===== src/source/soc_params.svh =====
`ifndef SOC_PARAMS_SVH
`define SOC_PARAMS_SVH

//////////////////////////////////////////////////
// Bus widths
//////////////////////////////////////////////////
`define SOC_ADDR_WIDTH          32
`define SOC_DATA_WIDTH          32
`define SOC_BE_WIDTH            4

// Region field and region map
`define SOC_REGION_MSB          31
`define SOC_REGION_LSB          28
`define SOC_REGION_RAM          0
`define SOC_REGION_UART         1

// Data RAM of 1 KB
`define SOC_RAM_WORDS           256
`define SOC_RAM_IDX_WIDTH       8

//////////////////////////////////////////////////
// UART
//////////////////////////////////////////////////
`define SOC_UART_REG_TXDATA     0
`define SOC_UART_REG_STATUS     1
`define SOC_UART_REG_BAUD       2
`define SOC_UART_DIV_WIDTH      16
`define SOC_UART_DIV_RESET      8
`define SOC_UART_FRAME_BITS     10   // start + 8 data + stop

`endif


===== src/source/soc_pkg.sv =====
`include "soc_params.svh"

package soc_pkg;

    // Memory view with region, word address and byte offset
    typedef struct packed {
        logic [`SOC_REGION_MSB-`SOC_REGION_LSB:0] region;
        logic [`SOC_REGION_LSB-3:0]               word_addr;
        logic [1:0]                               byte_off;
    } soc_mem_addr_t;

    // Peripheral view with region, unused gap, register index and byte offset
    typedef struct packed {
        logic [`SOC_REGION_MSB-`SOC_REGION_LSB:0] region;
        logic [`SOC_REGION_LSB-7:0]               unused;
        logic [3:0]                               reg_idx;
        logic [1:0]                               byte_off;
    } soc_periph_addr_t;

    // One bus address word decoded per target type
    typedef union packed {
        soc_mem_addr_t    mem;
        soc_periph_addr_t periph;
    } soc_addr_u;

endpackage


===== src/source/soc_uart_regs.sv =====
`include "soc_params.svh"

module soc_uart_regs (
    input  logic                          clk_i,
    input  logic                          reset_i,
    input  logic                          req_i,
    input  logic                          we_i,
    input  logic [`SOC_ADDR_WIDTH-1:0]    addr_i,
    input  logic [`SOC_DATA_WIDTH-1:0]    wdata_i,
    input  logic                          tx_busy_i,
    output logic                          ack_o,
    output logic [`SOC_DATA_WIDTH-1:0]    rdata_o,
    output logic                          tx_start_o,
    output logic [7:0]                    tx_byte_o,
    output logic [`SOC_UART_DIV_WIDTH-1:0] baud_div_o
);

    logic                           ack_q;
    logic                           access;
    logic                           tx_start_q;
    logic [7:0]                     tx_byte_q;
    logic [`SOC_UART_DIV_WIDTH-1:0] baud_q;
    logic [`SOC_DATA_WIDTH-1:0]     rdata_q;
    logic [`SOC_DATA_WIDTH-1:0]     rd_mux;
    logic [3:0]                     reg_idx;
    soc_pkg::soc_addr_u             reg_addr;

    assign reg_addr = addr_i;
    assign reg_idx  = reg_addr.periph.reg_idx;
    assign access   = req_i & ~ack_q;

    //////////////////////////////////////////////////
    // Read mux
    //////////////////////////////////////////////////
    always_comb begin
        case (reg_idx)
            4'(`SOC_UART_REG_STATUS):
                rd_mux = {{(`SOC_DATA_WIDTH-1){1'b0}}, tx_busy_i};
            4'(`SOC_UART_REG_BAUD):
                rd_mux = {{(`SOC_DATA_WIDTH-`SOC_UART_DIV_WIDTH){1'b0}}, baud_q};
            default:
                rd_mux = '0;
        endcase
    end

    always_ff @(posedge clk_i) begin
        if (reset_i) begin
            ack_q      <= 1'b0;
            tx_start_q <= 1'b0;
            baud_q     <= `SOC_UART_DIV_WIDTH'(`SOC_UART_DIV_RESET);
        end else begin
            ack_q      <= req_i;
            tx_start_q <= 1'b0;
            if (access && we_i) begin
                // Bytes written while busy are dropped
                if (reg_idx == 4'(`SOC_UART_REG_TXDATA) && !tx_busy_i && !tx_start_q)
                    tx_start_q <= 1'b1;
                if (reg_idx == 4'(`SOC_UART_REG_BAUD))
                    baud_q <= wdata_i[`SOC_UART_DIV_WIDTH-1:0];
            end
        end
    end

    always_ff @(posedge clk_i) begin
        if (access && we_i && reg_idx == 4'(`SOC_UART_REG_TXDATA))
            tx_byte_q <= wdata_i[7:0];
        if (access && !we_i)
            rdata_q <= rd_mux;
    end

    assign ack_o      = ack_q;
    assign rdata_o    = rdata_q;
    assign tx_start_o = tx_start_q;
    assign tx_byte_o  = tx_byte_q;
    assign baud_div_o = baud_q;

endmodule


===== config.mk =====
export PLATFORM = sky130hd
export DESIGN_NAME = soc_uart_regs
export DESIGN_NICKNAME = d
export VERILOG_FILES = /design/src/source/soc_pkg.sv /design/src/source/soc_uart_regs.sv
export VERILOG_INCLUDE_DIRS = /design/src /design/src/source
export SDC_FILE = /design/constraint.sdc
export NUM_CORES = 1
export LEC_CHECK = 0
export ABC_AREA = 1
export BUFFER_PORTS_ARGS = -buffer_cell sky130_fd_sc_hd__buf_2
export CAP_MARGIN = 30
export CORE_UTILIZATION = 37
export DETAILED_ROUTE_END_ITERATION = 10
export HOLD_SLACK_MARGIN = 0.12
export PLACE_DENSITY = 0.76
export SLEW_MARGIN = 25
export SYNTH_ARGS = -nofsm -noshare
export SYNTH_HDL_FRONTEND = slang
export SYNTH_SLANG_ARGS = --single-unit

===== constraint.sdc =====
create_clock -name clk_i -period 1.61 [get_ports clk_i]
set_input_delay 0.322 -clock clk_i [delete_from_list [all_inputs] [get_ports clk_i]]
set_output_delay 0.322 -clock clk_i [all_outputs]
set_load 0.005 [all_outputs]

==> impl_metrics.yaml <==
logic_synthesis:
  synthArstFlopShare_pct: 0
  synth_edf_count: 24
  synthCells: 201
  yosys.area.top_type: "edfxtp_1"
  synth_cell_types: 19
  yosys_warnings: 0
  synth_commonest_cells: "49 x nor2_1, 36 x inv_1, 24 x edfxtp_1, 23 x nand2_1"
  yosysTopAreaCellShare_pct: 39.3
  post-synth-top-count-cell: "nor2_1"
  ys_seq_area_share_pct: 59.0
  yosys-top-cells-area: "edfxtp_1 39%, dfxtp_1 20%, nor2_1 10%"
  synth_area_per_cell_um2: 9.11
  synth_ff_type: "edfxtp_1"
  synth_seq_cells: 42
  syn-cell-area_um2: 1830
power_and_ir_drop:
  p_leak_nw: 1.08
  p_per_area_nw_per_um2: 861
  ir_drop_mv: 0.479
routing:
  num_vias: 1386
  vias_per_cell: 4.08
  ant_nets: 0
  drt-initial-drc-count: 39
  wirelength_um: 3560
  drt-pass1-iter-count: 4
  drc: 0
  wl_per_cell_um: 10.5
place:
  portBuffers: 66
  dp.final_hpwl_um: 2600
  gp_congestion: 0.725
  dp_cells: 332
  dpl_cell_area_um2: 2190
global_route:
  grtUsageMet3_pct: 4.86
  overflow: 0
  use_met1_pct: 14.8
  grt_max_degree: 18
  grt_pass1_vias: 1238
  antenna_found_initial: 0
  grt_pass1_wl_um: 5490
  met2_usage_pct: 25.5
  grt_use_total_pct: 14.1
  top_usage_layer: "met2"
worst_setup_path:
  r2r-start: "ack_o"
  crit_type: "reg -> reg"
  cp.arrival_ps: 1370
  worstPathRequired_ps: 1790
  critPathLaunch: "ack_o"
  path_max_fanout: 16
  ff2ff_setup_slack_ps: 410
  crit_end: "baud_div_o[9]"
  crit_path_start_kind: "register"
  endpoint_kind: "register"
  ff2ff_path_depth: 6
  r2r_end: "baud_div_o[9]"
run_status:
  status: "finished, final reports clean"
die:
  die_area_um2: 5240
  pin_count: 127
  die_w_um: 72.4
  die_y_um: 72.4
  rows: 25
  core-area_um2: 4750
  start_util_pct: 38.5
timing:
  setup_viol: 0
  hold_viol: 0
  fmax_ghz: 0.836
  tns_ps: 0
  fin_crit_sh_pct: 74.3
  layout_min_cycle_time_ps: 1200
  rsz0062_at_grt: "no"
  fin_skew_ps: 6.32
  slew_headroom_pct: 66.3
  worstMarginPinSlew_ps: 502
  fin_hold_ws_ps: 199
  drv_slew: 0
clock_tree:
  ctsHtreeMaxLevel: 2
  post_cts_buffers: 0
  cts_hold_buffers: 0
  clkLatencyLatePin_ps: 280
  cts_sinks: 42
  cts_buffer_depth: 2
  post_cts_resized: 0
  cts_tree: "built"
  cts_inserted_buffers: 5
  cts_root_buf: "clkbuf_8"
  cts.clk_slew.worst_paths_ps: 80
finish:
  num-fill-cells: 482
  antenna_cells: 0
  fin_area_um2: 2270
  instances_no_fill: 340
  drive_above_1_share_pct: 30.8
  nets: 341
  areaGrowthSynthToFinish_pct: 23.8
hold_path:
  min_from: "reset_i"
  hp-class: "in -> reg"
job:
  maxCapViolCount: 0
==> how the worst min path moves through the flow <==
| stage | end | cells past startpoint |
|---|---|---|
| after floorplan | ack_o | 1 |
| after global placement | tx_start_o | 3 |
| after detailed placement | tx_start_o | 3 |
| after CTS | ack_o | 2 |
| after global routing | ack_o | 2 |
| final | ack_o | 2 |
==> state kept, by name (all words and copies together) (netlist names) <==
register    cells
baud_div_o     16
rdata_o        16
tx_byte_o       8
ack_o           1
tx_start_o      1
==> where the power goes <==
group	internal, mW	switching (mW)	total, mW	leakage (nW)
Sequential	1.15	0.00653	1.16	0.366
Clock	0.298	0.347	0.645	0.0426
Combinational	0.0584	0.0926	0.151	0.669
Total	1.51	0.446	1.95	1.08
==> metal layers <==
layer | vias up | part of all wire, %
met5 | - | 0
met4 | 0 | 1.4
met3 | 6 | 7.2
met2 | 57 | 51
met1 | 608 | 41
li1 | 715 | -
==> final cells by class <==
class | count | area (um^2) | share of cell area [%]
flip-flops and latches | 42 | 1080 | 47.7
clock buffers | 6 | 72.6 | 3.20
multi-input cells | 115 | 507 | 22.3
inverters | 38 | 143 | 6.29
repair buffers | 70 | 373 | 16.4
clock inverters | 2 | 8.76 | 0.386
well taps | 67 | 83.8 | 3.70
==> worst max-delay path: stages, from the launching register on <==
cell and delay [ps]:
dfxtp_1 320, inv_1 80, nand2_1 100, nor2_4 330
nand3_1 130, nand2_1 80, nor2_1 50
==> logic make-up after synthesis <==
kind of cell	share of synthesized area (%)
AOI/OAI and AO/OA	0.273
other	0.205
and+or+nand+nor	24.1
buffers and inverters	16.4
DFF	59.0
==> cell usage in the layout, fill, tap and decap left out <==
cell and instances:
nor2_4 2, nand2_4 1, dfxtp_1 18, inv_2 1, edfxtp_1 24, clkbuf_1 1, nor2_8 1, clkbuf_8 5
conb_1 16, clkinv_2 1, buf_2 66, buf_12 1, nor2_2 2, nand2_1 23, nand3_1 18, nor3_1 1
o21ai_0 1, buf_4 3, nand3_2 1, clkinv_1 2, nor2_1 49, inv_1 36
==> through the flow <==
stage	total power, mW	setup slack, ps	utilization (%)
floorplan	1.29	40.7	-
global placement	1.33	287	46.0
detailed placement	1.33	251	46.0
CTS	1.96	430	47.7
global route	2.03	310	47.7
finish	1.95	413	47.7
No activity file was read; power rests on OpenSTA's default activity.
