**src/source/soc_params.svh**
```systemverilog
`ifndef SOC_PARAMS_SVH
`define SOC_PARAMS_SVH

//////////////////////////////////////////////////
// Bus widths
//////////////////////////////////////////////////
`define SOC_ADDR_WIDTH          32
`define SOC_DATA_WIDTH          32
`define SOC_BE_WIDTH            4

// Region field and region map
`define SOC_REGION_MSB          31
`define SOC_REGION_LSB          28
`define SOC_REGION_RAM          0
`define SOC_REGION_UART         1

// Data RAM of 1 KB
`define SOC_RAM_WORDS           256
`define SOC_RAM_IDX_WIDTH       8

//////////////////////////////////////////////////
// UART
//////////////////////////////////////////////////
`define SOC_UART_REG_TXDATA     0
`define SOC_UART_REG_STATUS     1
`define SOC_UART_REG_BAUD       2
`define SOC_UART_DIV_WIDTH      16
`define SOC_UART_DIV_RESET      8
`define SOC_UART_FRAME_BITS     10   // start + 8 data + stop

`endif

```
**src/source/soc_uart_tx.sv**
```systemverilog
`include "soc_params.svh"

module soc_uart_tx (
    input  logic                           clk_i,
    input  logic                           reset_i,
    input  logic                           tx_start_i,
    input  logic [7:0]                     tx_byte_i,
    input  logic [`SOC_UART_DIV_WIDTH-1:0] baud_div_i,
    output logic                           tx_busy_o,
    output logic                           uart_tx_o
);

    localparam int BIT_CNT_WIDTH = $clog2(`SOC_UART_FRAME_BITS);

    logic [`SOC_UART_FRAME_BITS-1:0] frame_q;
    logic [`SOC_UART_DIV_WIDTH-1:0]  baud_cnt_q;
    logic [BIT_CNT_WIDTH-1:0]        bit_cnt_q;
    logic                            busy_q;
    logic [`SOC_UART_DIV_WIDTH-1:0]  div_eff;
    logic                            bit_done;
    logic                            last_bit;

    // Divider of zero runs at one cycle per bit
    assign div_eff  = (baud_div_i == '0) ? `SOC_UART_DIV_WIDTH'(1) : baud_div_i;
    assign bit_done = busy_q && (baud_cnt_q == div_eff - `SOC_UART_DIV_WIDTH'(1));
    assign last_bit = bit_cnt_q == BIT_CNT_WIDTH'(`SOC_UART_FRAME_BITS - 1);

    //////////////////////////////////////////////////
    // Frame shifter
    //////////////////////////////////////////////////
    always_ff @(posedge clk_i) begin
        if (reset_i) begin
            frame_q    <= '1;
            baud_cnt_q <= '0;
            bit_cnt_q  <= '0;
            busy_q     <= 1'b0;
        end else if (tx_start_i && !busy_q) begin
            // Stop, data LSB first, start
            frame_q    <= {1'b1, tx_byte_i, 1'b0};
            baud_cnt_q <= '0;
            bit_cnt_q  <= '0;
            busy_q     <= 1'b1;
        end else if (busy_q) begin
            if (bit_done) begin
                baud_cnt_q <= '0;
                frame_q    <= {1'b1, frame_q[`SOC_UART_FRAME_BITS-1:1]};
                if (last_bit)
                    busy_q <= 1'b0;
                else
                    bit_cnt_q <= bit_cnt_q + BIT_CNT_WIDTH'(1);
            end else begin
                baud_cnt_q <= baud_cnt_q + `SOC_UART_DIV_WIDTH'(1);
            end
        end
    end

    // Line idles high once the frame has shifted out
    assign uart_tx_o = frame_q[0];
    assign tx_busy_o = busy_q;

endmodule

```
**config.mk**
```make
export PLATFORM = sky130hd
export DESIGN_NAME = soc_uart_tx
export DESIGN_NICKNAME = d
export VERILOG_FILES = /design/src/source/soc_uart_tx.sv
export VERILOG_INCLUDE_DIRS = /design/src /design/src/source
export SDC_FILE = /design/constraint.sdc
export NUM_CORES = 1
export LEC_CHECK = 0
export BUFFER_PORTS_ARGS = -buffer_cell sky130_fd_sc_hd__buf_2
export CAP_MARGIN = 20
export CORE_UTILIZATION = 52
export CTS_CLUSTER_SIZE = 28
export DETAILED_ROUTE_END_ITERATION = 10
export PLACE_DENSITY = 0.73
export SYNTH_ARGS = -nofsm -noshare
export SYNTH_HDL_FRONTEND = slang
export SYNTH_SLANG_ARGS = --single-unit
```
**constraint.sdc**
```tcl
create_clock -name clk_i -period 7.2 [get_ports clk_i]
set_clock_uncertainty 0.2 [all_clocks]
set_input_delay 1.44 -clock clk_i [delete_from_list [all_inputs] [get_ports clk_i]]
set_output_delay 1.44 -clock clk_i [all_outputs]
set_load 0.01 [all_outputs]
```
==> results.cfg <==
[status]
run_status = completed

[floorplan]
floorplan.die.width_um = 65.1
fp.coreArea_sq_um = 3740
rows = 22
die_area_sq_um = 4240
die-height_um = 65.1
initial_utilization_pct = 55.3
io-pin-count = 29

[sta]
max_slew_margin_pct = 51.8
tightestPinTransition_ns = 0.721
setup_tns_ns = 0
setup_repair_after_global_routing_missed_its_margin = false
finalWorstSetupSlack_ns = 1.60
slew_viol_final = 0
timing_hold_violations_final = 0
max_freq_ghz = 0.178
timing.final.setup_violations = 0
final_period_minus_worst_setup_slack_ns = 5.60
post-route-period-util_pct = 77.8

[synth]
yosys-top-cells-area = sky130_fd_sc_hd__dfxtp_1 (29%), sky130_fd_sc_hd__xnor2_1 (5.9%), sky130_fd_sc_hd__nor2_1 (4.7%), sky130_fd_sc_hd__xor2_1 (4.6%), sky130_fd_sc_hd__mux2i_1 (4.3%)
postSynth.asyncResetShare_pct = 0
yosys_most_used_dff = sky130_fd_sc_hd__dfxtp_1
yosys.area_share.adder_pct = 2.42
mean_area_per_synthesized_cell_sq_um = 8.09
dominant_combinational_cell_family_by_area_after_synthesis = simple AND/OR/NAND/NOR gates
cell_area_after_technology_mapping_sq_um = 2070
compound_gate_portion_of_the_synthesized_area_pct = 13.9
yosys-mux-area-fraction_pct = 4.89
sequential_element_share_of_the_synthesized_area_pct = 29.0
synth_xor_area_share_pct = 10.6
synth_enable_flop_cells = 0
mappedNetlistNets = 287
ys_seq_elements = 30
synthesis.instances = 256
total_number_of_yosys_warnings = 0
netlist-cell-type-count = 54
synth_largest_area_cell = sky130_fd_sc_hd__dfxtp_1
yosys.area.top_type_share_pct = 29.0
yosys.area_share.simple_pct = 34.2

[final_layout]
postLayoutCoreUtil_pct = 61.1
final_nets = 310
count_of_inserted_antenna_diode_cells = 0
layout.filler_cells = 379
finish.instance_area_sq_um = 2290
drive_above_1_share_pct = 17.2
register_area_sq_um = 601
multi_input_comb_area_sq_um = 1370
syn_to_final_growth_pct = 10.3

[critical_path]
worstSetupPathType = in -> reg
crit_reg_reg_endpoint = frame_q[7]
r2r_cells = 8
setup.reg_to_reg.worst_slack_ns = 4.08
end_kind = flip-flop
worst_setup_path_start_kind = input pin
arrival_time_reported_for_the_critical_path_endpoint_ns = 5.53
critPathMaxFanout = 12
r2r_path_start = baud_cnt_q[7]
critical_path.startpoint = baud_div_i[4]
crit_required_ns = 7.13

[detailed_routing]
drt_drc_violations_left = 0
finalWirelength_um = 4390
drt.antenna.violating_nets = 0
dr_iter_0_viols = 120
route.vias.total = 1866
wl_per_cell_um = 13.4
drt-vias-per-instance = 5.71
dr.pass1.iters = 4

[global_routing]
grt_pass1_vias = 1650
antenna_found_initial = 0
global_route_usage_sum_pct = 22.7
globalRouteOverflowTotal = 0
grt_pass1_wl_um = 7390
grt_start_max_net_pins = 20

[place]
dpl_worst_slack_ns = 1.34
io_buffers = 28
place.gp.congestion = 0.826
post-dp-hpwl_um = 3260
placedInstanceArea_sq_um = 2210

[clocking]
post_cts_buffers = 0
cts_inserted_buffers = 5
cts_tree = yes
cts.hold.buffers_added = 0
cts_max_path_bufs = 2
cts-root-buf = sky130_fd_sc_hd__clkbuf_8
path_clk_slew_ns = 0.06
clock-sinks = 30
clk_latency_ns = 0.28
post_cts_sizing = 0
cts-htree-levels = 2

[power_and_ir_drop]
switching_share_pct = 25.5
power_frac_clock_pct = 35.9
power_mw = 0.343
p_leak_nw = 0.852
switch_pwr_mw = 0.0874
seqPwrFrac_pct = 50.7
power_per_cell_area_nw_per_um2 = 150
cell_internal_pwr_mw = 0.256
power.ir.vdd_worst_mv = 0.164
combinational_cell_fraction_of_total_power_pct = 13.4

[worst_hold_path]
timing.hold.worst.start = bit_cnt_q[3]
worst_hold_depth = 2
worst_hold_endpoint = bit_cnt_q[3]
min_path_type = reg -> reg

[flow_run]
maxCapViolCount = 0
flip-flops by register name, indices dropped and copies added, names as in the netlist:
signal      flops
baud_cnt_q     16
tx_busy_o       1
frame_q         9
bit_cnt_q       4
worst max path at each step:
stage,to,slack (ns),cells after the start
global route,frame_q[7],1.10,14
CTS,frame_q[7],1.63,14
detailed placement,frame_q[7],1.34,14
global placement,frame_q[3],1.48,14
finish,frame_q[7],1.60,14
floorplan,bit_cnt_q[0],2.05,15
per-stage QoR:
stage               hold WS (ns)  std cells
floorplan                  0.254        256
global placement           0.279        320
detailed placement         0.276        320
CTS                        0.283        327
global route               0.322        327
finish                     0.283        327
cell type report:
type                       count  area share (%)
clock buffer                   7            3.34
inverter                      11            1.81
timing repair buffer          28            6.13
sequential                    30            26.3
tap                           48            2.63
multi-input combinational    203            59.8
power by group through the flow:
| stage | sequential (mW) | clock, mW | combinational (mW) |
|---|---|---|---|
| final | 0.174 | 0.123 | 0.0461 |
| after global routing | 0.174 | 0.135 | 0.0516 |
| after CTS | 0.174 | 0.129 | 0.0462 |
| after detailed placement | 0.177 | 0 | 0.0459 |
| after global placement | 0.177 | 0 | 0.0454 |
| after floorplan | 0.176 | 0 | 0.0294 |
synthesized netlist by cell type, drive strengths merged, types with 2 or more instances:
| cell | number |
|---|---|
| buf | 4 |
| o31a | 4 |
| nor3b | 2 |
| and3b | 2 |
| o211ai | 2 |
| or2 | 2 |
| nand4 | 3 |
| or3 | 7 |
| nand2 | 15 |
| nand3 | 10 |
| nand2b | 5 |
| nor3 | 17 |
| a21oi | 11 |
| nand3b | 3 |
| clkbuf | 8 |
| nor2 | 26 |
| a21o | 3 |
| ha | 4 |
| and3 | 3 |
| o2111ai | 2 |
| mux2i | 9 |
| o32ai | 2 |
| or4 | 7 |
| nor4 | 8 |
| o21ai | 10 |
| a211oi | 3 |
| xnor2 | 14 |
| or3b | 2 |
| xor2 | 11 |
| o31ai | 2 |
| inv | 11 |
| dfxtp | 30 |
| and4 | 3 |
worst max-delay path, stage by stage:
cell and delay [ns]:
sky130_fd_sc_hd__buf_2 0.14, sky130_fd_sc_hd__or4_1 0.70, sky130_fd_sc_hd__or3_4 0.45, sky130_fd_sc_hd__nor3_1 0.27
sky130_fd_sc_hd__nor2_1 0.08, sky130_fd_sc_hd__ha_1 0.31, sky130_fd_sc_hd__xor2_1 0.13, sky130_fd_sc_hd__o2111ai_1 0.11
sky130_fd_sc_hd__a2111oi_0 0.55, sky130_fd_sc_hd__o21ai_0 0.19, sky130_fd_sc_hd__nor3_1 0.17, sky130_fd_sc_hd__nand4_1 0.52
sky130_fd_sc_hd__nor4_1 0.38, sky130_fd_sc_hd__a211oi_1 0.09
per-layer routing:
layer  global-route usage [%]  routed length [um]  vias up
li1                         -                   -      970
met1                     29.4                2190      844
met2                     37.2                1920       45
met3                     5.21                 215        7
met4                     7.34                  56        0
met5                        0                   0        -
cell families (layout without fill, tap and decap cells):
family | after synthesis | count (layout)
AOI/OAI and AO/OA | 44 | 44
and+or+nand+nor | 120 | 120
xor gates and xnor gates | 25 | 25
DFF | 30 | 30
adders and majority gates | 4 | 4
muxes | 10 | 10
buffers and inverters | 23 | 46
layout by cell type, fill, tap and decap left out, drive strengths merged, types with 3 or more instances in the layout:
cell type	count
a211oi	3
a21o	3
a21oi	11
and3	3
and4	3
buf	28
clkbuf	7
dfxtp	30
ha	4
inv	11
mux2i	9
nand2	15
nand2b	5
nand3	10
nand3b	3
nand4	3
nor2	26
nor3	17
nor4	8
o21ai	10
o31a	4
or3	7
or4	7
xnor2	14
xor2	11
(Power assumes the default switching activity.)
