--- src/source/soc_params.svh ---
`ifndef SOC_PARAMS_SVH
`define SOC_PARAMS_SVH

//////////////////////////////////////////////////
// Bus widths
//////////////////////////////////////////////////
`define SOC_ADDR_WIDTH          32
`define SOC_DATA_WIDTH          32
`define SOC_BE_WIDTH            4

// Region field and region map
`define SOC_REGION_MSB          31
`define SOC_REGION_LSB          28
`define SOC_REGION_RAM          0
`define SOC_REGION_UART         1

// Data RAM of 1 KB
`define SOC_RAM_WORDS           256
`define SOC_RAM_IDX_WIDTH       8

//////////////////////////////////////////////////
// UART
//////////////////////////////////////////////////
`define SOC_UART_REG_TXDATA     0
`define SOC_UART_REG_STATUS     1
`define SOC_UART_REG_BAUD       2
`define SOC_UART_DIV_WIDTH      16
`define SOC_UART_DIV_RESET      8
`define SOC_UART_FRAME_BITS     10   // start + 8 data + stop

`endif

--- src/source/soc_pkg.sv ---
`include "soc_params.svh"

package soc_pkg;

    // Memory view with region, word address and byte offset
    typedef struct packed {
        logic [`SOC_REGION_MSB-`SOC_REGION_LSB:0] region;
        logic [`SOC_REGION_LSB-3:0]               word_addr;
        logic [1:0]                               byte_off;
    } soc_mem_addr_t;

    // Peripheral view with region, unused gap, register index and byte offset
    typedef struct packed {
        logic [`SOC_REGION_MSB-`SOC_REGION_LSB:0] region;
        logic [`SOC_REGION_LSB-7:0]               unused;
        logic [3:0]                               reg_idx;
        logic [1:0]                               byte_off;
    } soc_periph_addr_t;

    // One bus address word decoded per target type
    typedef union packed {
        soc_mem_addr_t    mem;
        soc_periph_addr_t periph;
    } soc_addr_u;

endpackage

--- src/source/soc_bus_ctrl.sv ---
`include "soc_params.svh"

module soc_bus_ctrl (
    input  logic                       clk_i,
    input  logic                       reset_i,

    // Core data port
    input  logic                       core_req_i,
    input  logic                       core_we_i,
    input  logic [`SOC_BE_WIDTH-1:0]   core_be_i,
    input  logic [`SOC_ADDR_WIDTH-1:0] core_addr_i,
    input  logic [`SOC_DATA_WIDTH-1:0] core_wdata_i,
    output logic                       core_gnt_o,
    output logic                       core_rvalid_o,
    output logic [`SOC_DATA_WIDTH-1:0] core_rdata_o,
    output logic                       core_err_o,

    // Target links
    output logic                       ram_req_o,
    output logic                       uart_req_o,
    output logic                       link_we_o,
    output logic [`SOC_BE_WIDTH-1:0]   link_be_o,
    output logic [`SOC_ADDR_WIDTH-1:0] link_addr_o,
    output logic [`SOC_DATA_WIDTH-1:0] link_wdata_o,
    input  logic                       ram_ack_i,
    input  logic [`SOC_DATA_WIDTH-1:0] ram_rdata_i,
    input  logic                       uart_ack_i,
    input  logic [`SOC_DATA_WIDTH-1:0] uart_rdata_i
);

    localparam logic [2:0] S_IDLE    = 3'd0;
    localparam logic [2:0] S_GRANT   = 3'd1;
    localparam logic [2:0] S_REQUEST = 3'd2;
    localparam logic [2:0] S_RELEASE = 3'd3;
    localparam logic [2:0] S_RESPOND = 3'd4;

    logic [2:0]                 state_q;
    logic [2:0]                 state_d;
    logic                       sel_ram_q;
    logic                       sel_uart_q;
    logic                       err_q;
    logic                       we_q;
    logic [`SOC_BE_WIDTH-1:0]   be_q;
    logic [`SOC_ADDR_WIDTH-1:0] addr_q;
    logic [`SOC_DATA_WIDTH-1:0] wdata_q;
    logic [`SOC_DATA_WIDTH-1:0] rdata_q;

    soc_pkg::soc_addr_u         req_addr;
    logic                       hit_ram;
    logic                       hit_uart;
    logic                       link_ack;
    logic [`SOC_DATA_WIDTH-1:0] link_rdata;

    //////////////////////////////////////////////////
    // Region decode
    //////////////////////////////////////////////////
    assign req_addr = core_addr_i;
    assign hit_ram  = req_addr.mem.region == 4'(`SOC_REGION_RAM);
    assign hit_uart = req_addr.mem.region == 4'(`SOC_REGION_UART);

    assign link_ack   = (sel_ram_q & ram_ack_i) | (sel_uart_q & uart_ack_i);
    assign link_rdata = sel_ram_q ? ram_rdata_i : uart_rdata_i;

    //////////////////////////////////////////////////
    // FSM
    //////////////////////////////////////////////////
    always_comb begin
        state_d = state_q;
        case (state_q)
            S_IDLE:
                if (core_req_i)
                    state_d = S_GRANT;
            S_GRANT:
                state_d = (hit_ram || hit_uart) ? S_REQUEST : S_RESPOND;
            S_REQUEST:
                if (link_ack)
                    state_d = S_RELEASE;
            // Wait for the target to drop ack
            S_RELEASE:
                if (!link_ack)
                    state_d = S_RESPOND;
            S_RESPOND:
                state_d = S_IDLE;
            default:
                state_d = S_IDLE;
        endcase
    end

    always_ff @(posedge clk_i) begin
        if (reset_i) begin
            state_q    <= S_IDLE;
            sel_ram_q  <= 1'b0;
            sel_uart_q <= 1'b0;
            err_q      <= 1'b0;
        end else begin
            state_q <= state_d;
            if (state_q == S_GRANT) begin
                sel_ram_q  <= hit_ram;
                sel_uart_q <= hit_uart;
                err_q      <= !(hit_ram || hit_uart);
            end
        end
    end

    // Request capture and read data
    always_ff @(posedge clk_i) begin
        if (state_q == S_GRANT) begin
            we_q    <= core_we_i;
            be_q    <= core_be_i;
            addr_q  <= core_addr_i;
            wdata_q <= core_wdata_i;
            rdata_q <= '0;
        end else if (state_q == S_REQUEST && link_ack && !we_q) begin
            rdata_q <= link_rdata;
        end
    end

    assign core_gnt_o    = state_q == S_GRANT;
    assign core_rvalid_o = state_q == S_RESPOND;
    assign core_rdata_o  = rdata_q;
    assign core_err_o    = core_rvalid_o & err_q;

    assign ram_req_o    = (state_q == S_REQUEST) & sel_ram_q;
    assign uart_req_o   = (state_q == S_REQUEST) & sel_uart_q;
    assign link_we_o    = we_q;
    assign link_be_o    = be_q;
    assign link_addr_o  = addr_q;
    assign link_wdata_o = wdata_q;

endmodule

--- config.mk ---
export PLATFORM = sky130hd
export DESIGN_NAME = soc_bus_ctrl
export DESIGN_NICKNAME = d
export VERILOG_FILES = /design/src/source/soc_pkg.sv /design/src/source/soc_bus_ctrl.sv
export VERILOG_INCLUDE_DIRS = /design/src /design/src/source
export SDC_FILE = /design/constraint.sdc
export NUM_CORES = 1
export LEC_CHECK = 0
export ABC_AREA = 1
export BUFFER_PORTS_ARGS = -buffer_cell sky130_fd_sc_hd__buf_2
export CORE_MARGIN = 1.5
export CORE_UTILIZATION = 43
export CTS_CLUSTER_DIAMETER = 40
export CTS_CLUSTER_SIZE = 20
export DETAILED_ROUTE_END_ITERATION = 7
export GPL_ROUTABILITY_DRIVEN = 1
export PLACE_DENSITY = 0.8
export SLEW_MARGIN = 20
export SYNTH_ARGS = -nofsm -noshare
export SYNTH_HDL_FRONTEND = slang
export SYNTH_SLANG_ARGS = --single-unit
export TNS_END_PERCENT = 30
--- constraint.sdc ---
create_clock -name clk_i -period 5.8 [get_ports clk_i]
set_input_delay 1.16 -clock clk_i [delete_from_list [all_inputs] [get_ports clk_i]]
set_output_delay 1.16 -clock clk_i [all_outputs]
set_load 0.05 [all_outputs]
==> impl_metrics.csv, run 1 <==
group,metric,value,unit
sta,worst_clock_skew,0.00855,ns
worst_setup_path,crit_arrival,1.67,ns
sta,grt_setup_unrepaired,"false",
detailed_routing,drtAntennaViolNets,0,
detailed_routing,drtPass1Iterations,4,
cells_and_area,finish.cell_count_without_fillers,696,
sta,slew-limit-headroom,42.8,%
yosys,synth_flop_cell,"edfxtp_1",
yosys,synth_instances,337,
run_status,run_status,"finished clean",
yosys,synth_top_cells_by_area,"edfxtp_1 52%, dfxtp_1 19%, mux2i_1 8.0%",
worst_setup_path,timing.critical_path.to_type,"output port",
sta,setup_viol_count_final,0,
job,cap_viol_max_count,0,
yosys,synth_largest_area_cell,"edfxtp_1",
clock_tree,cts_tree,"done",
placement,buffer_ports.inserted,243,
die,die_height,99.4,um
detailed_routing,drt-initial-drc-count,115,
worst_setup_path,reg2reg_setup_slack,3.66,ns
power_and_ir_drop,power_per_cell_area,334,mW/mm^2
worst_setup_path,cp_cell_sequence,"buf_4 > inv_1 > nor2_1 > buf_2",
yosys,synth.cell_area,0.00400,sq mm
clock_tree,clk_lat_worst_skew,0.35,ns
worst_setup_path,worstSetupStartpoint,"sel_ram_q$_SDFFE_PP0P_",
yosys,synth.distinct_cells,21,
die,floorplan.io_pins,244,
worst_setup_path,critical_path.reg2reg.startpoint,"sel_ram_q$_SDFFE_PP0P_",
yosys,proportion_of_netlist_area_held_by_the_largest_area_contributor,51.8,%
yosys,syn-num-nets,475,
placement,placement.cell_area,0.00528,sq mm
sta,layout_min_cycle_time,2.83,ns
worst_setup_path,r2r.worst_path.cells,8,
cells_and_area,drive_gt1_share,46.0,%
yosys,ys_seq_area_share,70.9,%
clock_tree,clk_transition_reported_paths,0.11,ns
detailed_routing,routed_wire_length_per_instance,13.9,um
worst_setup_path,crit_path_max_fanout,35,
sta,final-hold-violation-count,0,
placement,globalplace.congestion,0.822,
cells_and_area,syn_to_final_growth,37.3,%
yosys,ys_seq_elements,107,
yosys,share_of_async_settable_or_async_resettable_flops_after_synthesis,0,%
clock_tree,clock_sinks,107,
power_and_ir_drop,irDropWorstVdd,0.132,mV
worst_setup_path,sort_of_element_at_the_start_of_the_critical_path,"flip-flop",
die,start_util,43.9,%
grt,globalRouteTotalUtil,18.7,%
cells_and_area,diodes,0,
min_path,startpoint_of_the_tightest_hold_check_path,"core_rdata_o[26]$_SDFFE_PP0P_",
detailed_routing,routed-via-count,3230,
sta,worst-slew-pin-transition,0.857,ns
sta,setup_tns,0,ns
sta,timing.final.max_slew_violations,0,
die,placeableCoreArea,0.00911,sq mm
yosys,synth-edff-count,69,
clock_tree,cts_buffers,9,
grt,globalRoute.totalOverflow,0,
clock_tree,number_of_buffers_on_the_longest_clock_path,2,
grt,grt_pass1_wl,14100,um
grt,grt_antenna_before_repair,0,
detailed_routing,routed_wl,9660,um
die,rows,35,
yosys,syn-mean-instance-area,11.9,sq um
die,design.die.area,0.00988,sq mm
cells_and_area,finish.utilization,60.3,%
clock_tree,cts_hold_repair_buffers,0,
grt,first_global_vias,2936,
worst_setup_path,cp_peak_stage_delay,0.45,ns
clock_tree,cts-resized-gates,0,
grt,grt_max_degree,72,
worst_setup_path,wp_data_required,4.64,ns
sta,clock.fmax,0.354,GHz
clock_tree,cts.root.buffer_cell,"clkbuf_8",
clock_tree,post-cts-setup-buffers,0,
detailed_routing,route.detailed.vias_per_inst,4.64,
yosys,ys_warn_count,0,
die,die-width,99.4,um
min_path,hold-path-endpoint,"core_rdata_o[26]$_SDFFE_PP0P_",
detailed_routing,post-route-drc-count,0,
clock_tree,cts_max_level,3,
sta,post-route-period-util,48.7,%
cells_and_area,fin_nets,718,
placement,post-place-cells,680,
worst_setup_path,crit_path_top_delay_cell,"buf_4",
worst_setup_path,reg2reg_to,"core_rdata_o[0]$_SDFFE_PP0P_",
cells_and_area,final_cell_area,0.00549,sq mm
worst_setup_path,criticalPathCategory,"flip-flop to output port",
power_and_ir_drop,power.leakage,2.60,nW
placement,dpl.hpwl,7440,um
min_path,hold_path_depth,2,
min_path,class_of_the_worst_hold_path,"flip-flop to flip-flop",
[flip-flops by register name, summed over array words and instances (netlist names)]
name          cells
link_be_o         4
err_q             1
state_q           3
sel_ram_q         1
core_rdata_o     32
link_addr_o      32
sel_uart_q        1
link_wdata_o     32
link_we_o         1
[cell usage in the layout, fill, tap and decap left out, types with 9 or more instances in the layout]
master / synthesis / layout
edfxtp_1: 69 / 69
nand2_1: 79 / 79
buf_2: 4 / 243
mux2i_1: 32 / 32
clkbuf_8: 0 / 9
inv_1: 11 / 11
nor2_1: 77 / 76
dfxtp_1: 38 / 37
[through the flow]
step | power, mW | hold WS [ns] | worst slack (ns)
global route | 1.91 | 0.511 | 2.83
finish | 1.84 | 0.490 | 2.97
global placement | 1.38 | 0.458 | 3.33
floorplan | 1.26 | 0.453 | 0.577
detailed placement | 1.38 | 0.472 | 3.28
CTS | 1.86 | 0.492 | 2.91
[synth_stat cells, types with 2 or more instances]
| cell | count |
|---|---|
| inv_1 | 11 |
| o21ai_0 | 2 |
| nor2_1 | 77 |
| a21oi_1 | 2 |
| buf_6 | 6 |
| nand2_2 | 2 |
| nand2_1 | 79 |
| clkbuf_1 | 3 |
| buf_2 | 4 |
| nand3_1 | 3 |
| edfxtp_1 | 69 |
| o21a_1 | 2 |
| dfxtp_1 | 38 |
| mux2i_1 | 32 |
[power breakdown]
part	total (mW)	switching, mW	internal [mW]	leakage, nW
logic	0.443	0.341	0.102	1.54
clock network	0.474	0.262	0.211	0.109
registers	0.919	0.0200	0.899	0.950
[how the worst max path moves through the flow]
stage,to,slack [ns]
global route,ram_req_o,2.83
global placement,ram_req_o,3.33
finish,ram_req_o,2.97
floorplan,core_gnt_o,0.58
CTS,ram_req_o,2.91
detailed placement,core_rdata_o[12]$_SDFFE_PP0P_,3.28
[cell type report]
| cell class | count | area (sq um) |
|---|---|---|
| fill | 782 | 3620 |
| sequential | 107 | 2830 |
| timing repair buffer | 246 | 1240 |
| multi-input combinational | 204 | 1020 |
| tap | 111 | 139 |
| clock buffer | 9 | 124 |
| clock inverter | 7 | 87.6 |
| inverter | 12 | 45.0 |
[kinds of logic after synthesis]
group / after synthesis / synth area share, %
AOI/OAI and AO/OA: 7 / 1.06
buffers and inverters: 26 / 3.79
DFF: 107 / 70.9
muxes: 32 / 8.01
and+or+nand+nor: 165 / 16.3
[metal layers]
| metal | vias up | global-route usage, % | wire length (um) |
|---|---|---|---|
| met5 | - | 0 | 0 |
| met4 | 0 | 7.26 | 136 |
| met3 | 9 | 5.83 | 1050 |
| met2 | 168 | 32.8 | 4850 |
| met1 | 1457 | 21.4 | 3620 |
| li1 | 1596 | - | - |
[worst max-delay path: cells and delay by family, from the launching register on]
family	cells	cell delay, ns
flip-flops	1	0.33
buffers and inverters	3	0.83
AND/OR/NAND/NOR	1	0.14
(Power assumes the default switching activity.)
==> run 2: changes to the inputs <==
==> constraint.sdc (replaced) <==
create_clock -name clk_i -period 2.8 [get_ports clk_i]
set_input_delay 0.56 -clock clk_i [delete_from_list [all_inputs] [get_ports clk_i]]
set_output_delay 0.56 -clock clk_i [all_outputs]
set_load 0.05 [all_outputs]
==> run 2 against run 1 <==
  * Combinational power up 110%
  * Die area unchanged
  * Sequential share of layout area up 0.19 points
  * Sequential power up 110%
  * Critical endpoint is now core_gnt_o
  * Sequential cell count unchanged
==> impl_metrics.csv, run 2 (same netlist as run 1, synthesis figures left out) <==
group,metric,value,unit
clock_tree,cts_max_level,3,
detailed_routing,route.detailed.vias_per_inst,4.65,
grt,grt_antenna_before_repair,0,
power_and_ir_drop,power_per_cell_area,680,mW/mm^2
clock_tree,post-cts-setup-buffers,0,
cells_and_area,most_frequent_cells_in_the_layout,"243 x buf_2, 79 x nand2_1, 76 x nor2_1, 69 x edfxtp_1, 37 x dfxtp_1",
sta,final-hold-violation-count,0,
grt,globalRoute.totalOverflow,0,
die,die_height,99.4,um
cells_and_area,drive_gt1_share,45.9,%
detailed_routing,routed_wire_length_per_instance,14.5,um
die,rows,35,
cells_and_area,syn_to_final_growth,36.8,%
die,placeableCoreArea,0.00911,sq mm
run_status,run_status,"finished clean",
power_and_ir_drop,power.leakage,2.58,nW
clock_tree,cts_tree,"done",
detailed_routing,drtPass1Iterations,6,
cells_and_area,final_cell_area,0.00547,sq mm
clock_tree,cts-resized-gates,0,
clock_tree,clock_sinks,107,
sta,setup_tns,0,ns
clock_tree,clk_lat_worst_skew,0.36,ns
cells_and_area,fin_nets,719,
worst_setup_path,crit_path_top_delay_cell,"dfxtp_1",
sta,grt_setup_unrepaired,"false",
clock_tree,cts_hold_repair_buffers,0,
sta,clock.fmax,0.423,GHz
detailed_routing,routed-via-count,3243,
grt,grt_max_degree,65,
sta,timing.final.max_slew_violations,0,
die,die-width,99.4,um
cells_and_area,diodes,0,
sta,worst-slew-pin-transition,0.734,ns
sta,slew-limit-headroom,51.0,%
grt,globalRouteTotalUtil,19.6,%
power_and_ir_drop,irDropWorstVdd,0.278,mV
worst_setup_path,criticalPathCategory,"flip-flop to output port",
placement,placement.cell_area,0.00529,sq mm
detailed_routing,post-route-drc-count,0,
worst_setup_path,cp_cell_sequence,"nand2_1 > nor2_4 > buf_2",
worst_setup_path,crit_arrival,1.80,ns
detailed_routing,routed_wl,10100,um
sta,worst_clock_skew,0.0119,ns
cells_and_area,final-seq-area,0.00283,sq mm
worst_setup_path,timing.critical_path.to_type,"output port",
sta,layout_min_cycle_time,2.36,ns
worst_setup_path,crit_path_max_fanout,19,
die,floorplan.io_pins,244,
grt,grt_pass1_wl,14600,um
worst_setup_path,wp_data_required,2.24,ns
clock_tree,number_of_buffers_on_the_longest_clock_path,2,
cells_and_area,multiInputGateArea,0.00102,sq mm
clock_tree,cts.root.buffer_cell,"clkbuf_8",
die,design.die.area,0.00988,sq mm
placement,globalplace.congestion,0.816,
placement,buffer_ports.inserted,243,
min_path,class_of_the_worst_hold_path,"primary input to flip-flop",
sta,setup_viol_count_final,0,
grt,first_global_vias,2984,
placement,dpl.hpwl,7810,um
sta,post-route-period-util,84.3,%
worst_setup_path,number_of_buffers_and_inverters_on_the_critical_path,1,
worst_setup_path,sort_of_element_at_the_start_of_the_critical_path,"flip-flop",
die,start_util,43.9,%
detailed_routing,drt-initial-drc-count,115,
clock_tree,cts_buffers,9,
worst_setup_path,cp_peak_stage_delay,0.46,ns
detailed_routing,drtAntennaViolNets,0,
cells_and_area,fill_cells,807,
clock_tree,clk_transition_reported_paths,0.10,ns
worst_setup_path,timing.critical_path.max_delay_family,"simple AND/OR/NAND/NOR gates",
cells_and_area,final_common_cell,"buf_2",
job,cap_viol_max_count,0,
[run 2: changes by cell type in the layout (fill, tap and decap cells not counted), sizes merged]
| cell | delta |
|---|---|
| buf | +1 |
| bufinv | -1 |
| clkbuf | +1 |
| clkinv | +1 |
| clkinvlp | +1 |
| inv | -2 |
[run 2: where the power goes]
group / internal (mW) / total [mW] / switching (mW) / leakage [nW]
clock network: 0.343 / 0.880 / 0.538 / 0.0909
registers: 1.86 / 1.91 / 0.0451 / 0.950
logic: 0.215 / 0.932 / 0.717 / 1.54
[run 2: stage by stage]
stage | hold slack (ns) | worst slack (ns) | instances | power [mW] | utilization, %
CTS | 0.340 | 0.414 | 697 | 3.75 | 60.0
finish | 0.362 | 0.439 | 697 | 3.72 | 60.0
global placement | 0.459 | 0.843 | 681 | 2.85 | 58.0
global route | 0.337 | 0.349 | 697 | 3.86 | 60.0
floorplan | 0.453 | 0.0776 | 337 | 2.60 | -
detailed placement | 0.466 | 0.834 | 681 | 2.88 | 58.0
[run 2: final timing paths]
kind | from | endpoint | slack, ns | cells after the start
worst min-delay path | core_wdata_i[3] | link_wdata_o[3]$_DFFE_PP_ | 0.36 | 1
worst max register to register | state_q[0]$_SDFFE_PP0P_ | sel_ram_q$_SDFFE_PP0P_ | 0.88 | 6
worst max-delay path | state_q[0]$_SDFFE_PP0P_ | core_gnt_o | 0.44 | 3
worst min register to register | core_rdata_o[15]$_SDFFE_PP0P_ | core_rdata_o[15]$_SDFFE_PP0P_ | 0.48 | 2
[run 2: metal layers]
metal	share of wire, %	vias to the layer above	routed length [um]	global-route usage (%)
met2	51	173	5170	35.8
li1	-	1592	-	-
met5	0	-	0	0
met4	1.3	0	130	6.07
met1	38	1470	3790	21.1
met3	9.8	8	989	7.03
[run 2: cell type report]
| type | count | share of cell area (%) |
|---|---|---|
| clock buffer | 10 | 2.33 |
| clock inverter | 6 | 1.03 |
| inverter | 12 | 0.824 |
| multi-input combinational | 204 | 18.7 |
| sequential | 107 | 51.8 |
| tap | 111 | 2.54 |
| timing repair buffer | 247 | 22.8 |
==> run 3: changes to the inputs <==
==> constraint.sdc (replaced) <==
create_clock -name clk_i -period 2.2 [get_ports clk_i]
set_input_delay 0.44 -clock clk_i [delete_from_list [all_inputs] [get_ports clk_i]]
set_output_delay 0.44 -clock clk_i [all_outputs]
set_load 0.05 [all_outputs]
==> run 3 against run 2 <==
  * Highest routed layer unchanged
  * Hold slack got worse by 0.11 ns
  * Clock power up 25%
  * Combinational power increased by 27%
==> impl_metrics.csv, run 3 (same netlist as run 1, synthesis figures left out) <==
group,metric,value,unit
run_status,run_status,"finished clean",
die,die-width,99.4,um
cells_and_area,final_cell_area,0.00550,sq mm
sta,post-route-period-util,89.4,%
worst_setup_path,reg2reg_setup_slack,0.62,ns
worst_setup_path,wp_data_required,1.76,ns
die,start_util,43.9,%
min_path,class_of_the_worst_hold_path,"primary input to flip-flop",
worst_setup_path,r2r.worst_path.cells,4,
worst_setup_path,crit_path_max_fanout,5,
cells_and_area,most_frequent_cells_in_the_layout,"243 x buf_2, 78 x nand2_1, 76 x nor2_1, 69 x edfxtp_1, 35 x dfxtp_1",
cells_and_area,final_common_cell,"buf_2",
clock_tree,cts_tree,"done",
worst_setup_path,cp_peak_stage_delay,0.47,ns
grt,first_global_vias,2959,
clock_tree,cts_hold_repair_buffers,0,
cells_and_area,diodes,0,
sta,grt_setup_unrepaired,"false",
grt,grt_max_degree,64,
die,rows,35,
detailed_routing,drt-initial-drc-count,138,
detailed_routing,routed_wire_length_per_instance,13.8,um
sta,layout_min_cycle_time,1.97,ns
grt,globalRouteTotalUtil,18.7,%
worst_setup_path,reg2reg_to,"link_wdata_o[18]$_DFFE_PP_",
placement,placement.cell_area,0.00532,sq mm
clock_tree,clock_sinks,107,
sta,clock.fmax,0.508,GHz
detailed_routing,route.detailed.vias_per_inst,4.57,
clock_tree,cts_max_level,3,
cells_and_area,finish.cell_count_without_fillers,697,
clock_tree,clk_lat_worst_skew,0.35,ns
power_and_ir_drop,report.power.total,4.71,mW
die,floorplan.io_pins,244,
worst_setup_path,criticalPathCategory,"flip-flop to output port",
worst_setup_path,timing.critical_path.to_type,"output port",
die,die_height,99.4,um
cells_and_area,finish.utilization,60.4,%
clock_tree,cts-resized-gates,0,
die,design.die.area,0.00988,sq mm
die,placeableCoreArea,0.00911,sq mm
worst_setup_path,worstSetupStartpoint,"state_q[2]$_SDFFE_PP0P_",
sta,timing.final.max_slew_violations,0,
grt,grt_antenna_before_repair,0,
job,cap_viol_max_count,0,
worst_setup_path,cp_cell_sequence,"inv_1 > nor3_2 > and2_1 > buf_2",
cells_and_area,drive_gt1_share,46.9,%
sta,worst-slew-pin-transition,0.522,ns
grt,globalRoute.totalOverflow,0,
detailed_routing,drtAntennaViolNets,0,
sta,worst_clock_skew,0.00865,ns
clock_tree,cts_buffers,9,
placement,globalplace.congestion,0.835,
clock_tree,post-cts-setup-buffers,0,
cells_and_area,syn_to_final_growth,37.6,%
clock_tree,clk_transition_reported_paths,0.11,ns
worst_setup_path,crit_path_top_delay_cell,"dfxtp_1",
detailed_routing,post-route-drc-count,0,
clock_tree,cts.root.buffer_cell,"clkbuf_8",
power_and_ir_drop,power.leakage,2.60,nW
detailed_routing,routed_wl,9620,um
sta,final-hold-violation-count,0,
sta,setup_viol_count_final,0,
worst_setup_path,cp-endpoint,"core_err_o",
worst_setup_path,critical_path.reg2reg.startpoint,"state_q[1]$_SDFFE_PP0P_",
cells_and_area,fin_nets,720,
clock_tree,number_of_buffers_on_the_longest_clock_path,2,
worst_setup_path,sort_of_element_at_the_start_of_the_critical_path,"flip-flop",
placement,dpl.hpwl,7570,um
power_and_ir_drop,irDropWorstVdd,0.312,mV
sta,slew-limit-headroom,65.2,%
detailed_routing,routed-via-count,3186,
detailed_routing,drtPass1Iterations,4,
placement,buffer_ports.inserted,243,
worst_setup_path,crit_arrival,1.53,ns
grt,grt_pass1_wl,14300,um
power_and_ir_drop,power_per_cell_area,857,mW/mm^2
placement,post-place-cells,682,
==> run 3: routing by layer <==
layer	track usage, %	share of wire [%]	vias to the layer above
li1	-	-	1596
met1	21.7	39	1415
met2	33.5	49	165
met3	6.47	11	10
met4	4.23	0.85	0
met5	0	0	-
==> run 3: how the worst min path moves through the flow <==
stage	from	to	slack [ns]	cells past startpoint
after floorplan	sel_uart_q$_SDFFE_PP0P_	sel_uart_q$_SDFFE_PP0P_	0.45	2
after global placement	core_rdata_o[15]$_SDFFE_PP0P_	core_rdata_o[15]$_SDFFE_PP0P_	0.46	2
after detailed placement	core_rdata_o[24]$_SDFFE_PP0P_	core_rdata_o[24]$_SDFFE_PP0P_	0.47	2
after CTS	core_addr_i[27]	link_addr_o[27]$_DFFE_PP_	0.23	1
after global routing	core_wdata_i[9]	link_wdata_o[9]$_DFFE_PP_	0.23	1
final	core_wdata_i[7]	link_wdata_o[7]$_DFFE_PP_	0.25	1
==> run 3: critical path: cells and delay by family, from the launching register on <==
kind,cells,cell delay [ns]
buffers and inverters,2,0.38
DFF,1,0.47
and+or+nand+nor,2,0.33
==> run 3: stage by stage <==
step                setup WS (ns)  hold WS [ns]  TNS (ns)
CTS                         0.204         0.234         0
finish                      0.232         0.253         0
global placement            0.631         0.459         0
detailed placement          0.598         0.466         0
floorplan                  -0.117         0.448    -0.341
global route               0.0987         0.228         0
==> run 3: report_power, final <==
part / leakage (nW) / switching, mW / internal [mW]
clock: 0.0926 / 0.673 / 0.431
combinational: 1.55 / 0.905 / 0.277
sequential: 0.950 / 0.0600 / 2.37
==> run 3: area by class of cell <==
| class | count | area [sq um] |
|---|---|---|
| fillers | 767 | 3610 |
| flip-flops and latches | 107 | 2840 |
| repair buffers | 248 | 1270 |
| multi-input cells | 204 | 1030 |
| well taps | 111 | 139 |
| clock buffers | 9 | 124 |
| clock inverters | 6 | 55.1 |
| inverters | 12 | 45.0 |
